===== src/hw/ecc_params.svh =====
`ifndef ECC_PARAMS_SVH
`define ECC_PARAMS_SVH

// codeword layout.
`define ECC_DATA_WIDTH   31
`define ECC_PARITY_WIDTH 7

// 64 words.
`define ECC_ADDR_WIDTH   6

// flow control.
`define ECC_REQ_CREDITS  4
`define ECC_RSP_CREDITS  2

`define ECC_CNT_WIDTH    16

`endif


===== src/hw/ecc_types_pkg.sv =====
`include "ecc_params.svh"

package ecc_types_pkg;

    // stored codeword, data in the upper bits.
    typedef struct packed {
        logic [`ECC_DATA_WIDTH-1:0]   data;
        logic [`ECC_PARITY_WIDTH-1:0] parity;
    } ecc_word_t;

    // result of a checked read.
    typedef enum logic [1:0] {
        ECC_OK            = 2'd0,
        ECC_CORRECTED     = 2'd1,
        ECC_UNCORRECTABLE = 2'd2
    } ecc_status_e;

    // one per corrected or uncorrectable read.
    typedef struct packed {
        ecc_status_e                status;
        logic [`ECC_ADDR_WIDTH-1:0] addr;
    } ecc_err_evt_t;

endpackage


===== src/hw/mem_if_pkg.sv =====
`include "ecc_params.svh"

package mem_if_pkg;

    // raw ops skip the encoder and checker.
    typedef enum logic [1:0] {
        OP_READ      = 2'd0,
        OP_WRITE     = 2'd1,
        OP_READ_RAW  = 2'd2,
        OP_WRITE_RAW = 2'd3
    } mem_op_e;

    // wparity only matters for OP_WRITE_RAW.
    typedef struct packed {
        mem_op_e                      op;
        logic [`ECC_ADDR_WIDTH-1:0]   addr;
        logic [`ECC_DATA_WIDTH-1:0]   wdata;
        logic [`ECC_PARITY_WIDTH-1:0] wparity;
    } mem_req_t;

    typedef struct packed {
        mem_op_e                      op;
        logic [`ECC_ADDR_WIDTH-1:0]   addr;
        logic [`ECC_DATA_WIDTH-1:0]   rdata;
        logic [`ECC_PARITY_WIDTH-1:0] rparity;
        ecc_types_pkg::ecc_status_e   status;
    } mem_rsp_t;

endpackage


===== src/hw/ecc_31_cal.sv =====
`timescale 1ns/1ps
`include "ecc_params.svh"

module ecc_31_cal (
    input  logic [`ECC_DATA_WIDTH-1:0]   data_in,
    input  logic [`ECC_PARITY_WIDTH-1:0] parity_in,
    input  logic                         bypass,
    output logic [`ECC_DATA_WIDTH-1:0]   data_out,
    output logic [`ECC_PARITY_WIDTH-1:0] parity_out,
    output logic [`ECC_DATA_WIDTH-1:0]   mask,
    output logic                         sbit_err,
    output logic                         dbit_err
);

    // check-bit column of each data bit, all of odd weight.
    localparam logic [`ECC_PARITY_WIDTH-1:0] SYN_COL [0:`ECC_DATA_WIDTH-1] = '{
        7'b1000011, 7'b1000101, 7'b1000110, 7'b0000111,
        7'b1001001, 7'b1001010, 7'b0001011, 7'b1001100,
        7'b0001101, 7'b0001110, 7'b1001111, 7'b1010001,
        7'b1010010, 7'b0010011, 7'b1010100, 7'b0010101,
        7'b0010110, 7'b1010111, 7'b1011000, 7'b0011001,
        7'b0011010, 7'b1011011, 7'b0011100, 7'b1011101,
        7'b1011110, 7'b0011111, 7'b1100001, 7'b1100010,
        7'b0100011, 7'b1100100, 7'b0100101
    };

    logic [`ECC_PARITY_WIDTH-1:0] syndrome;
    logic                         data_hit;
    logic                         parity_hit;

    // encoder.
    always_comb begin
        parity_out = '0;
        for (int i = 0; i < `ECC_DATA_WIDTH; i++) begin
            if (data_in[i]) begin
                parity_out = parity_out ^ SYN_COL[i];
            end
        end
    end

    assign syndrome = parity_in ^ parity_out;

    // one-hot mask for a flipped data bit.
    always_comb begin
        mask = '0;
        for (int i = 0; i < `ECC_DATA_WIDTH; i++) begin
            if (syndrome == SYN_COL[i]) begin
                mask[i] = 1'b1;
            end
        end
    end

    assign data_hit   = |mask;
    // single check bit flipped, data is intact.
    assign parity_hit = ($countones(syndrome) == 1);

    assign data_out = bypass ? data_in : (data_in ^ mask);
    assign sbit_err = !bypass && (data_hit || parity_hit);
    // nonzero and unlisted.
    assign dbit_err = !bypass && (syndrome != '0) && !data_hit && !parity_hit;

endmodule


===== src/hw/ecc_err_log.sv =====
`timescale 1ns/1ps
`include "ecc_params.svh"

module ecc_err_log (
    input  logic                           clk,
    input  logic                           rst_n,
    input  logic                           clr,
    input  logic                           err_valid,
    input  ecc_types_pkg::ecc_err_evt_t    err_evt,
    output logic [`ECC_CNT_WIDTH-1:0]      sbit_count,
    output logic [`ECC_CNT_WIDTH-1:0]      dbit_count,
    output logic [`ECC_ADDR_WIDTH-1:0]     last_err_addr
);

    logic is_sbit;
    logic is_dbit;

    assign is_sbit = err_valid && (err_evt.status == ecc_types_pkg::ECC_CORRECTED);
    assign is_dbit = err_valid && (err_evt.status == ecc_types_pkg::ECC_UNCORRECTABLE);

    always_ff @(posedge clk) begin
        if (!rst_n) begin
            sbit_count    <= '0;
            dbit_count    <= '0;
            last_err_addr <= '0;
        end else begin
            if (err_valid) begin
                last_err_addr <= err_evt.addr;
            end
            // clear wins over a same-cycle event.
            if (clr) begin
                sbit_count <= '0;
                dbit_count <= '0;
            end else begin
                if (is_sbit && (sbit_count != '1)) begin
                    sbit_count <= sbit_count + 1'b1;
                end
                if (is_dbit && (dbit_count != '1)) begin
                    dbit_count <= dbit_count + 1'b1;
                end
            end
        end
    end

    a_evt_not_ok: assert property (@(posedge clk) disable iff (!rst_n)
        err_valid |-> (err_evt.status != ecc_types_pkg::ECC_OK));

endmodule


===== src/hw/ecc_mem_ctrl.sv =====
`timescale 1ns/1ps
`include "ecc_params.svh"

module ecc_mem_ctrl (
    input  logic                           clk,
    input  logic                           rst_n,
    input  mem_if_pkg::mem_req_t           head,
    input  logic                           not_empty,
    output logic                           pop,
    input  logic                           rsp_credit,
    output logic                           rsp_valid,
    output mem_if_pkg::mem_rsp_t           rsp,
    output logic                           mem_en,
    output logic                           mem_we,
    output logic [`ECC_ADDR_WIDTH-1:0]     mem_addr,
    output ecc_types_pkg::ecc_word_t       mem_wdata,
    input  ecc_types_pkg::ecc_word_t       mem_rdata,
    output logic [`ECC_DATA_WIDTH-1:0]     cal_data,
    output logic [`ECC_PARITY_WIDTH-1:0]   cal_parity,
    output logic                           cal_bypass,
    input  logic [`ECC_DATA_WIDTH-1:0]     cal_data_out,
    input  logic [`ECC_PARITY_WIDTH-1:0]   cal_parity_out,
    input  logic                           cal_sbit,
    input  logic                           cal_dbit,
    output logic                           err_valid,
    output ecc_types_pkg::ecc_err_evt_t    err_evt
);

    localparam int RSP_CNT_W = $clog2(`ECC_RSP_CREDITS + 1);

    typedef enum logic [1:0] {IDLE, CHECK, SCRUB} ctrl_state_e;

    ctrl_state_e                state;
    logic [RSP_CNT_W-1:0]       rsp_cnt;
    mem_if_pkg::mem_op_e        op_q;
    logic [`ECC_ADDR_WIDTH-1:0] addr_q;
    logic                       is_write;
    logic                       raw_write;
    ecc_types_pkg::ecc_status_e chk_status;

    // a response slot is reserved before anything is dequeued.
    assign pop       = (state == IDLE) && not_empty && (rsp_cnt != '0);
    assign is_write  = (head.op == mem_if_pkg::OP_WRITE) || (head.op == mem_if_pkg::OP_WRITE_RAW);
    assign raw_write = (head.op == mem_if_pkg::OP_WRITE_RAW);

    // checker is shared: write data, stored word, then scrub data.
    always_comb begin
        cal_data   = head.wdata;
        cal_parity = head.wparity;
        if (state == CHECK) begin
            cal_data   = mem_rdata.data;
            cal_parity = mem_rdata.parity;
        end else if (state == SCRUB) begin
            cal_data = rsp.rdata;
        end
    end

    assign cal_bypass = !((state == CHECK) && (op_q == mem_if_pkg::OP_READ));

    always_comb begin
        mem_en           = 1'b0;
        mem_we           = 1'b0;
        mem_addr         = head.addr;
        mem_wdata.data   = head.wdata;
        mem_wdata.parity = raw_write ? head.wparity : cal_parity_out;
        if (pop) begin
            mem_en = 1'b1;
            mem_we = is_write;
        end else if (state == SCRUB) begin
            // corrected word goes back re-encoded.
            mem_en           = 1'b1;
            mem_we           = 1'b1;
            mem_addr         = addr_q;
            mem_wdata.data   = rsp.rdata;
            mem_wdata.parity = cal_parity_out;
        end
    end

    always_comb begin
        if (cal_dbit) begin
            chk_status = ecc_types_pkg::ECC_UNCORRECTABLE;
        end else if (cal_sbit) begin
            chk_status = ecc_types_pkg::ECC_CORRECTED;
        end else begin
            chk_status = ecc_types_pkg::ECC_OK;
        end
    end

    always_ff @(posedge clk) begin
        if (!rst_n) begin
            state     <= IDLE;
            rsp_cnt   <= RSP_CNT_W'(`ECC_RSP_CREDITS);
            rsp_valid <= 1'b0;
            err_valid <= 1'b0;
        end else begin
            rsp_valid <= 1'b0;
            err_valid <= 1'b0;
            rsp_cnt   <= rsp_cnt - RSP_CNT_W'(pop) + RSP_CNT_W'(rsp_credit);
            unique case (state)
                IDLE: begin
                    if (pop && is_write) begin
                        rsp_valid <= 1'b1;
                    end else if (pop) begin
                        state <= CHECK;
                    end
                end
                CHECK: begin
                    rsp_valid <= 1'b1;
                    err_valid <= cal_sbit || cal_dbit;
                    state     <= cal_sbit ? SCRUB : IDLE;
                end
                SCRUB: state <= IDLE;
                default: state <= IDLE;
            endcase
        end
    end

    always_ff @(posedge clk) begin
        if (pop) begin
            op_q   <= head.op;
            addr_q <= head.addr;
        end
        if (pop && is_write) begin
            rsp.op      <= head.op;
            rsp.addr    <= head.addr;
            rsp.rdata   <= head.wdata;
            rsp.rparity <= raw_write ? head.wparity : cal_parity_out;
            rsp.status  <= ecc_types_pkg::ECC_OK;
        end else if (state == CHECK) begin
            rsp.op         <= op_q;
            rsp.addr       <= addr_q;
            rsp.rdata      <= cal_data_out;
            rsp.rparity    <= mem_rdata.parity;
            rsp.status     <= chk_status;
            err_evt.status <= chk_status;
            err_evt.addr   <= addr_q;
        end
    end

    a_flags_exclusive: assert property (@(posedge clk) disable iff (!rst_n)
        !(cal_sbit && cal_dbit));

    // requester never returns more than it was given.
    a_rsp_credit_bound: assert property (@(posedge clk) disable iff (!rst_n)
        rsp_cnt <= RSP_CNT_W'(`ECC_RSP_CREDITS));

endmodule


===== src/hw/ecc_mem_top.sv =====
`timescale 1ns/1ps
`include "ecc_params.svh"

module ecc_mem_top (
    input  logic                        clk,
    input  logic                        rst_n,
    input  logic                        req_valid,
    input  mem_if_pkg::mem_req_t        req,
    output logic                        req_credit,
    output logic                        rsp_valid,
    output mem_if_pkg::mem_rsp_t        rsp,
    input  logic                        rsp_credit,
    input  logic                        clr_stats,
    output logic [`ECC_CNT_WIDTH-1:0]   sbit_count,
    output logic [`ECC_CNT_WIDTH-1:0]   dbit_count,
    output logic [`ECC_ADDR_WIDTH-1:0]  last_err_addr
);

    mem_if_pkg::mem_req_t             head;
    logic                             not_empty;
    logic                             pop;
    logic                             mem_en;
    logic                             mem_we;
    logic [`ECC_ADDR_WIDTH-1:0]       mem_addr;
    ecc_types_pkg::ecc_word_t         mem_wdata;
    ecc_types_pkg::ecc_word_t         mem_rdata;
    logic [`ECC_DATA_WIDTH-1:0]       cal_data;
    logic [`ECC_PARITY_WIDTH-1:0]     cal_parity;
    logic                             cal_bypass;
    logic [`ECC_DATA_WIDTH-1:0]       cal_data_out;
    logic [`ECC_PARITY_WIDTH-1:0]     cal_parity_out;
    logic                             cal_sbit;
    logic                             cal_dbit;
    logic                             err_valid;
    ecc_types_pkg::ecc_err_evt_t      err_evt;

    ecc_req_fifo #(
        .DEPTH (`ECC_REQ_CREDITS)
    ) u_req_fifo (
        .clk       (clk),
        .rst_n     (rst_n),
        .push      (req_valid),
        .push_data (req),
        .pop       (pop),
        .head      (head),
        .not_empty (not_empty),
        .credit    (req_credit)
    );

    ecc_mem_ctrl u_mem_ctrl (
        .clk            (clk),
        .rst_n          (rst_n),
        .head           (head),
        .not_empty      (not_empty),
        .pop            (pop),
        .rsp_credit     (rsp_credit),
        .rsp_valid      (rsp_valid),
        .rsp            (rsp),
        .mem_en         (mem_en),
        .mem_we         (mem_we),
        .mem_addr       (mem_addr),
        .mem_wdata      (mem_wdata),
        .mem_rdata      (mem_rdata),
        .cal_data       (cal_data),
        .cal_parity     (cal_parity),
        .cal_bypass     (cal_bypass),
        .cal_data_out   (cal_data_out),
        .cal_parity_out (cal_parity_out),
        .cal_sbit       (cal_sbit),
        .cal_dbit       (cal_dbit),
        .err_valid      (err_valid),
        .err_evt        (err_evt)
    );

    ecc_sram u_sram (
        .clk   (clk),
        .en    (mem_en),
        .we    (mem_we),
        .addr  (mem_addr),
        .wdata (mem_wdata),
        .rdata (mem_rdata)
    );

    // mask is only of interest when probing the checker alone.
    ecc_31_cal u_ecc_cal (
        .data_in    (cal_data),
        .parity_in  (cal_parity),
        .bypass     (cal_bypass),
        .data_out   (cal_data_out),
        .parity_out (cal_parity_out),
        .mask       (),
        .sbit_err   (cal_sbit),
        .dbit_err   (cal_dbit)
    );

    ecc_err_log u_err_log (
        .clk           (clk),
        .rst_n         (rst_n),
        .clr           (clr_stats),
        .err_valid     (err_valid),
        .err_evt       (err_evt),
        .sbit_count    (sbit_count),
        .dbit_count    (dbit_count),
        .last_err_addr (last_err_addr)
    );

endmodule


===== src/hw/ecc_req_fifo.sv =====
`timescale 1ns/1ps
`include "ecc_params.svh"

module ecc_req_fifo #(
    parameter int DEPTH = `ECC_REQ_CREDITS
) (
    input  logic                 clk,
    input  logic                 rst_n,
    input  logic                 push,
    input  mem_if_pkg::mem_req_t push_data,
    input  logic                 pop,
    output mem_if_pkg::mem_req_t head,
    output logic                 not_empty,
    output logic                 credit
);

    localparam int PTR_W = (DEPTH > 1) ? $clog2(DEPTH) : 1;
    localparam int CNT_W = $clog2(DEPTH + 1);

    mem_if_pkg::mem_req_t buf_q [DEPTH];
    logic [PTR_W-1:0]     wr_ptr;
    logic [PTR_W-1:0]     rd_ptr;
    logic [CNT_W-1:0]     count;
    logic                 do_pop;

    assign not_empty = (count != '0);
    assign do_pop    = pop && not_empty;
    assign head      = buf_q[rd_ptr];
    // every dequeue hands a slot back to the requester.
    assign credit    = do_pop;

    always_ff @(posedge clk) begin
        if (push) begin
            buf_q[wr_ptr] <= push_data;
        end
    end

    always_ff @(posedge clk) begin
        if (!rst_n) begin
            wr_ptr <= '0;
            rd_ptr <= '0;
            count  <= '0;
        end else begin
            if (push) begin
                wr_ptr <= (wr_ptr == PTR_W'(DEPTH - 1)) ? '0 : wr_ptr + 1'b1;
            end
            if (do_pop) begin
                rd_ptr <= (rd_ptr == PTR_W'(DEPTH - 1)) ? '0 : rd_ptr + 1'b1;
            end
            if (push && !do_pop) begin
                count <= count + 1'b1;
            end else if (!push && do_pop) begin
                count <= count - 1'b1;
            end
        end
    end

    // requester pushed without holding a credit.
    a_no_overflow: assert property (@(posedge clk) disable iff (!rst_n)
        push |-> (count != CNT_W'(DEPTH)));

endmodule


===== src/hw/ecc_sram.sv =====
`timescale 1ns/1ps
`include "ecc_params.svh"

module ecc_sram (
    input  logic                            clk,
    input  logic                            en,
    input  logic                            we,
    input  logic [`ECC_ADDR_WIDTH-1:0]      addr,
    input  ecc_types_pkg::ecc_word_t        wdata,
    output ecc_types_pkg::ecc_word_t        rdata
);

    localparam int WORDS = 1 << `ECC_ADDR_WIDTH;

    ecc_types_pkg::ecc_word_t mem_q [WORDS];

    // single port, read data one cycle after en.
    always_ff @(posedge clk) begin
        if (en) begin
            if (we) begin
                mem_q[addr] <= wdata;
            end else begin
                rdata <= mem_q[addr];
            end
        end
    end

endmodule


===== config.mk =====
export PLATFORM = sky130hd
export DESIGN_NAME = ecc_mem_top
export DESIGN_NICKNAME = d
export VERILOG_FILES = /design/src/hw/ecc_types_pkg.sv /design/src/hw/mem_if_pkg.sv /design/src/hw/ecc_31_cal.sv /design/src/hw/ecc_err_log.sv /design/src/hw/ecc_mem_ctrl.sv /design/src/hw/ecc_mem_top.sv /design/src/hw/ecc_req_fifo.sv /design/src/hw/ecc_sram.sv
export VERILOG_INCLUDE_DIRS = /design/src /design/src/hw
export SDC_FILE = /design/constraint.sdc
export NUM_CORES = 2
export LEC_CHECK = 0
export ABC_AREA = 1
export BUFFER_PORTS_ARGS = -buffer_cell sky130_fd_sc_hd__clkbuf_2
export CAP_MARGIN = 10
export CORE_ASPECT_RATIO = 1.25
export CORE_UTILIZATION = 55
export CTS_CLUSTER_DIAMETER = 40
export DETAILED_ROUTE_END_ITERATION = 7
export PLACE_DENSITY = 0.73
export SYNTH_ARGS = -nofsm -noshare
export SYNTH_HDL_FRONTEND = slang
export SYNTH_SLANG_ARGS = --single-unit

===== constraint.sdc =====
create_clock -name clk -period 9.8 [get_ports clk]
set_input_delay 0.49 -clock clk [delete_from_list [all_inputs] [get_ports clk]]
set_output_delay 0.49 -clock clk [all_outputs]
set_load 0.01 [all_outputs]

==> Flow_metrics.wiki <==
{| class="wikitable"
! Metric !! Value
|-
| Final Hold Violating Endpoints || 0
|-
| Register area || 82700 sq um
|-
| Sort of element at the end of the critical path || register
|-
| Largest net degree at the start of global routing || 130
|-
| Summed instance area of the synthesized netlist || 106000 sq um
|-
| Post-route DRC || 0
|-
| Number of flip-flops and latches in the synthesized netlist || 2771
|-
| Cell count of the worst reg-to-reg path || 28
|-
| Type of the setup path with the least slack || reg -> reg
|-
| Vias post-DR || 65.1k
|-
| Global-route wire length before repair || 435000 um
|-
| Total overflow reported by the global router || 0
|-
| Slew Limit Fails || 0
|-
| Final #Nets || 7282
|-
| Prevailing post-synth register cell || sky130_fd_sc_hd__edfxtp_1
|-
| Via density per instance || 6.54
|-
| Count of distinct cell types in the synthesized netlist || 66
|-
| Sink count of the clock tree || 2771
|-
| Number of enable-type register cells in the synthesized netlist || 2716
|-
| Critical register-to-register path endpoint || u_mem_ctrl.err_evt[6]
|-
| Worst slew slack as a fraction of its limit || 19.9%
|-
| Total detailed-routing wirelength || 308000 um
|-
| Number of detailed-routing iterations run before antenna repair || 6
|-
| Hold Path Origin || clr_stats
|-
| Share of synthesized area occupied by flip-flops and latches || 77.8%
|-
| Number of placement rows || 180
|-
| Status || finished clean
|-
| Clock period minus final worst setup slack || 7080 ps
|-
| Setup repair after global routing missed its margin || false
|-
| Core footprint || 192000 sq um
|-
| Sum of net half-perimeters after detailed placement || 166000 um
|-
| Most common cell in the synthesized netlist || sky130_fd_sc_hd__edfxtp_1
|-
| Area taken by multi-input logic gates || 21700 sq um
|-
| Startpoint class of the critical path || register
|-
| Maximum net fanout on the critical path || 65
|-
| Initial antenna violation count || 13
|-
| Post-route antenna net violation count || 0
|-
| Number of buffers created by CTS || 282
|-
| Number of resized instances in the post-cts repair step || 0
|-
| Input/output buffers || 138
|-
| Largest stage delay on the critical path || 580 ps
|-
| CTS clk-pin slew, worst paths || 60 ps
|-
| Fin Clk Skew || 54.1 ps
|-
| Sum of negative setup slack || 0 ps
|-
| Htree depth || 5
|-
| Pin slew with the least headroom to its limit || 1200 ps
|-
| Full die area || 195000 sq um
|-
| CP required || 10470 ps
|-
| FMAX || 141 MHz
|-
| Most frequent cells after synthesis || sky130_fd_sc_hd__edfxtp_1, sky130_fd_sc_hd__nand2_1, sky130_fd_sc_hd__nand4_1, sky130_fd_sc_hd__a22oi_1, sky130_fd_sc_hd__a22o_1
|-
| Area share of the leading cell type in the synthesized netlist || 76.7%
|-
| Mean post-synth cell area || 15.4 sq um
|-
| Bufs on Longest Clock Path || 4
|-
| Arrival time at the worst endpoint || 7750 ps
|-
| Clock latency at the later pin of the worst-skew pair || 940 ps
|-
| Final RePlAce weighted congestion || 0.883
|-
| Share of the cycle needed by the critical path after routing || 72.3%
|-
| Largest area contributor in the synthesized netlist || sky130_fd_sc_hd__edfxtp_1
|-
| WL per Instance || 31.0 um
|-
| Warnings from Yosys || 0
|-
| Proportion of synthesized flip-flops having asynchronous set or reset || 0%
|-
| Top Ports || 139
|-
| Cell types with the largest area share after synthesis || sky130_fd_sc_hd__edfxtp_1, sky130_fd_sc_hd__nand2_1, sky130_fd_sc_hd__a22o_1
|-
| Slack of the worst reg-to-reg path || 2720 ps
|-
| Number of maximum-capacitance violations || 0
|-
| CP max-delay cell || sky130_fd_sc_hd__buf_4
|-
| GR Util All Layers || 31.0%
|-
| Violation count after the first detailed-routing iteration || 9639
|-
| Hold-critical path depth || 5
|-
| Number of inserted filler cells in the final layout || 13.2k
|-
| Layout cell share with drive strength beyond 1 || 13.4%
|-
| Post-Synthesis Cells || 6920
|-
| Clock tree from TritonCTS || yes
|-
| Number of global-route vias before repair || 62.1k
|-
| Die Y-Extent || 494 um
|-
| Clock root buffer || sky130_fd_sc_hd__clkbuf_16
|-
| Die X-Extent || 395 um
|-
| Class of the most critical hold timing path || in -> reg
|-
| Starting density of the core || 55.3%
|-
| Final setup violation count || 0
|-
| Capture endpoint of the worst hold path || u_err_log.sbit_count[5]
|-
| Net count after synthesis || 6999
|-
| Area growth, synth to finish || 12.6%
|}
-- metal layers --
metal  share of wire, %  wire length, um  GRT usage, %
met5              0.013               39             0
met1                 35           109000          40.7
met4                4.7            14600          13.5
met2                 48           148000          50.3
met3                 12            37200          6.36
-- worst max-delay path by stage --
stage / to / slack, ps / cells past startpoint / startpoint
detailed placement: u_mem_ctrl.err_evt[6] / 2770 / 28 / register
global placement: u_mem_ctrl.err_evt[6] / 2800 / 28 / register
global route: u_mem_ctrl.err_evt[6] / 2360 / 28 / register
CTS: u_mem_ctrl.err_evt[6] / 2730 / 28 / register
finish: u_mem_ctrl.err_evt[6] / 2720 / 28 / register
floorplan: u_sram.mem_q[0][0] / 2260 / 15 / register
-- area by class of cell --
| cell class | instances | area share (%) |
|---|---|---|
| Clock buffer | 331 | 6.17 |
| Multi-Input combinational cell | 3556 | 18.2 |
| Clock inverter | 148 | 0.987 |
| Antenna cell | 5 | 0.0105 |
| Sequential cell | 2771 | 69.1 |
| Timing Repair Buffer | 356 | 2.15 |
| Inverter | 236 | 0.786 |
| Tap cell | 2548 | 2.66 |
-- logic make-up after synthesis --
kind of cell               synth area share, %
xor gates and xnor gates                 0.750
adders and majority gates                0.358
AOI/OAI and AO/OA                         9.22
muxes                                    0.171
buffers and inverters                     2.69
and+or+nand+nor                           9.05
DFF                                       77.8
-- flip-flops by register name, indices dropped and copies added (netlist names), 3 cells and up, named ones only --
register	cells
u_err_log.dbit_count	16
u_err_log.last_err_addr	6
u_err_log.sbit_count	16
u_mem_ctrl.addr_q	6
u_mem_ctrl.err_evt	8
u_mem_ctrl.rsp	48
u_req_fifo.buf_q	184
u_req_fifo.count	3
u_sram.mem_q	2432
u_sram.rdata	38
-- critical path: cells and delay by family, from the launching register on --
kind                     cells  cell delay (ps)
adder cells (fa/ha/maj)      4             1450
buffers and inverters        7             1910
flip-flops                   1              340
XOR/XNOR                     5             1360
AND/OR/NAND/NOR              7              660
multiplexers                 1              270
AO/OA/AOI/OAI                4              740
-- placed cells by master, fill, tap and decap left out, types with 12 or more instances in the layout --
cell                            netlist  layout
sky130_fd_sc_hd__a21oi_1             73      70
sky130_fd_sc_hd__a221oi_1           172     172
sky130_fd_sc_hd__a221oi_2           101     101
sky130_fd_sc_hd__a22o_1             253     253
sky130_fd_sc_hd__a22oi_1            268     268
sky130_fd_sc_hd__a32o_1              13      13
sky130_fd_sc_hd__buf_4               32     158
sky130_fd_sc_hd__bufinv_16            0      12
sky130_fd_sc_hd__clkbuf_1            91      41
sky130_fd_sc_hd__clkbuf_16            0     288
sky130_fd_sc_hd__clkbuf_2             0     138
sky130_fd_sc_hd__clkinv_1             5      54
sky130_fd_sc_hd__clkinv_2             0      38
sky130_fd_sc_hd__clkinvlp_4           0      14
sky130_fd_sc_hd__dfxtp_1             55      54
sky130_fd_sc_hd__dlygate4sd3_1        0      50
sky130_fd_sc_hd__edfxtp_1          2716    2716
sky130_fd_sc_hd__ha_1                24      24
sky130_fd_sc_hd__inv_1              209     203
sky130_fd_sc_hd__inv_2               18      18
sky130_fd_sc_hd__inv_6                0      17
sky130_fd_sc_hd__inv_8                0      14
sky130_fd_sc_hd__nand2_1           1429    1429
sky130_fd_sc_hd__nand3_1            172     171
sky130_fd_sc_hd__nand4_1            322     322
sky130_fd_sc_hd__nor2_1             175     111
sky130_fd_sc_hd__nor2_4               1      65
sky130_fd_sc_hd__nor3_1              37      30
sky130_fd_sc_hd__o21ai_0            193     181
sky130_fd_sc_hd__o21ai_1             48      34
sky130_fd_sc_hd__o21ai_4              3      30
sky130_fd_sc_hd__o22ai_1             16      16
sky130_fd_sc_hd__o2bb2ai_1           38      38
sky130_fd_sc_hd__or2_1               28      28
sky130_fd_sc_hd__xnor2_1             33      33
sky130_fd_sc_hd__xor2_1              58      58
-- stage by stage --
step	hold WS [ps]	util, %	setup WS, ps	std cells	area [sq um]
6_report	75.3	62.3	2720	9951	120000
5_1_grt	85.0	62.3	2360	9947	120000
4_1_cts	33.7	62.3	2730	9946	120000
3_5_place_dp	465	57.6	2770	9417	111000
3_3_place_gp	454	57.6	2800	9417	111000
2_1_floorplan	426	-	2260	6920	106000
-- repair_timing --
action                    in CTS  in global routing
buffers inserted               0                  0
hold endpoints to repair     188                  0
hold buffers                  50                  0
Power is not shown: default switching activity piles up to over one toggle a cycle in this logic, so the estimate is an artifact.
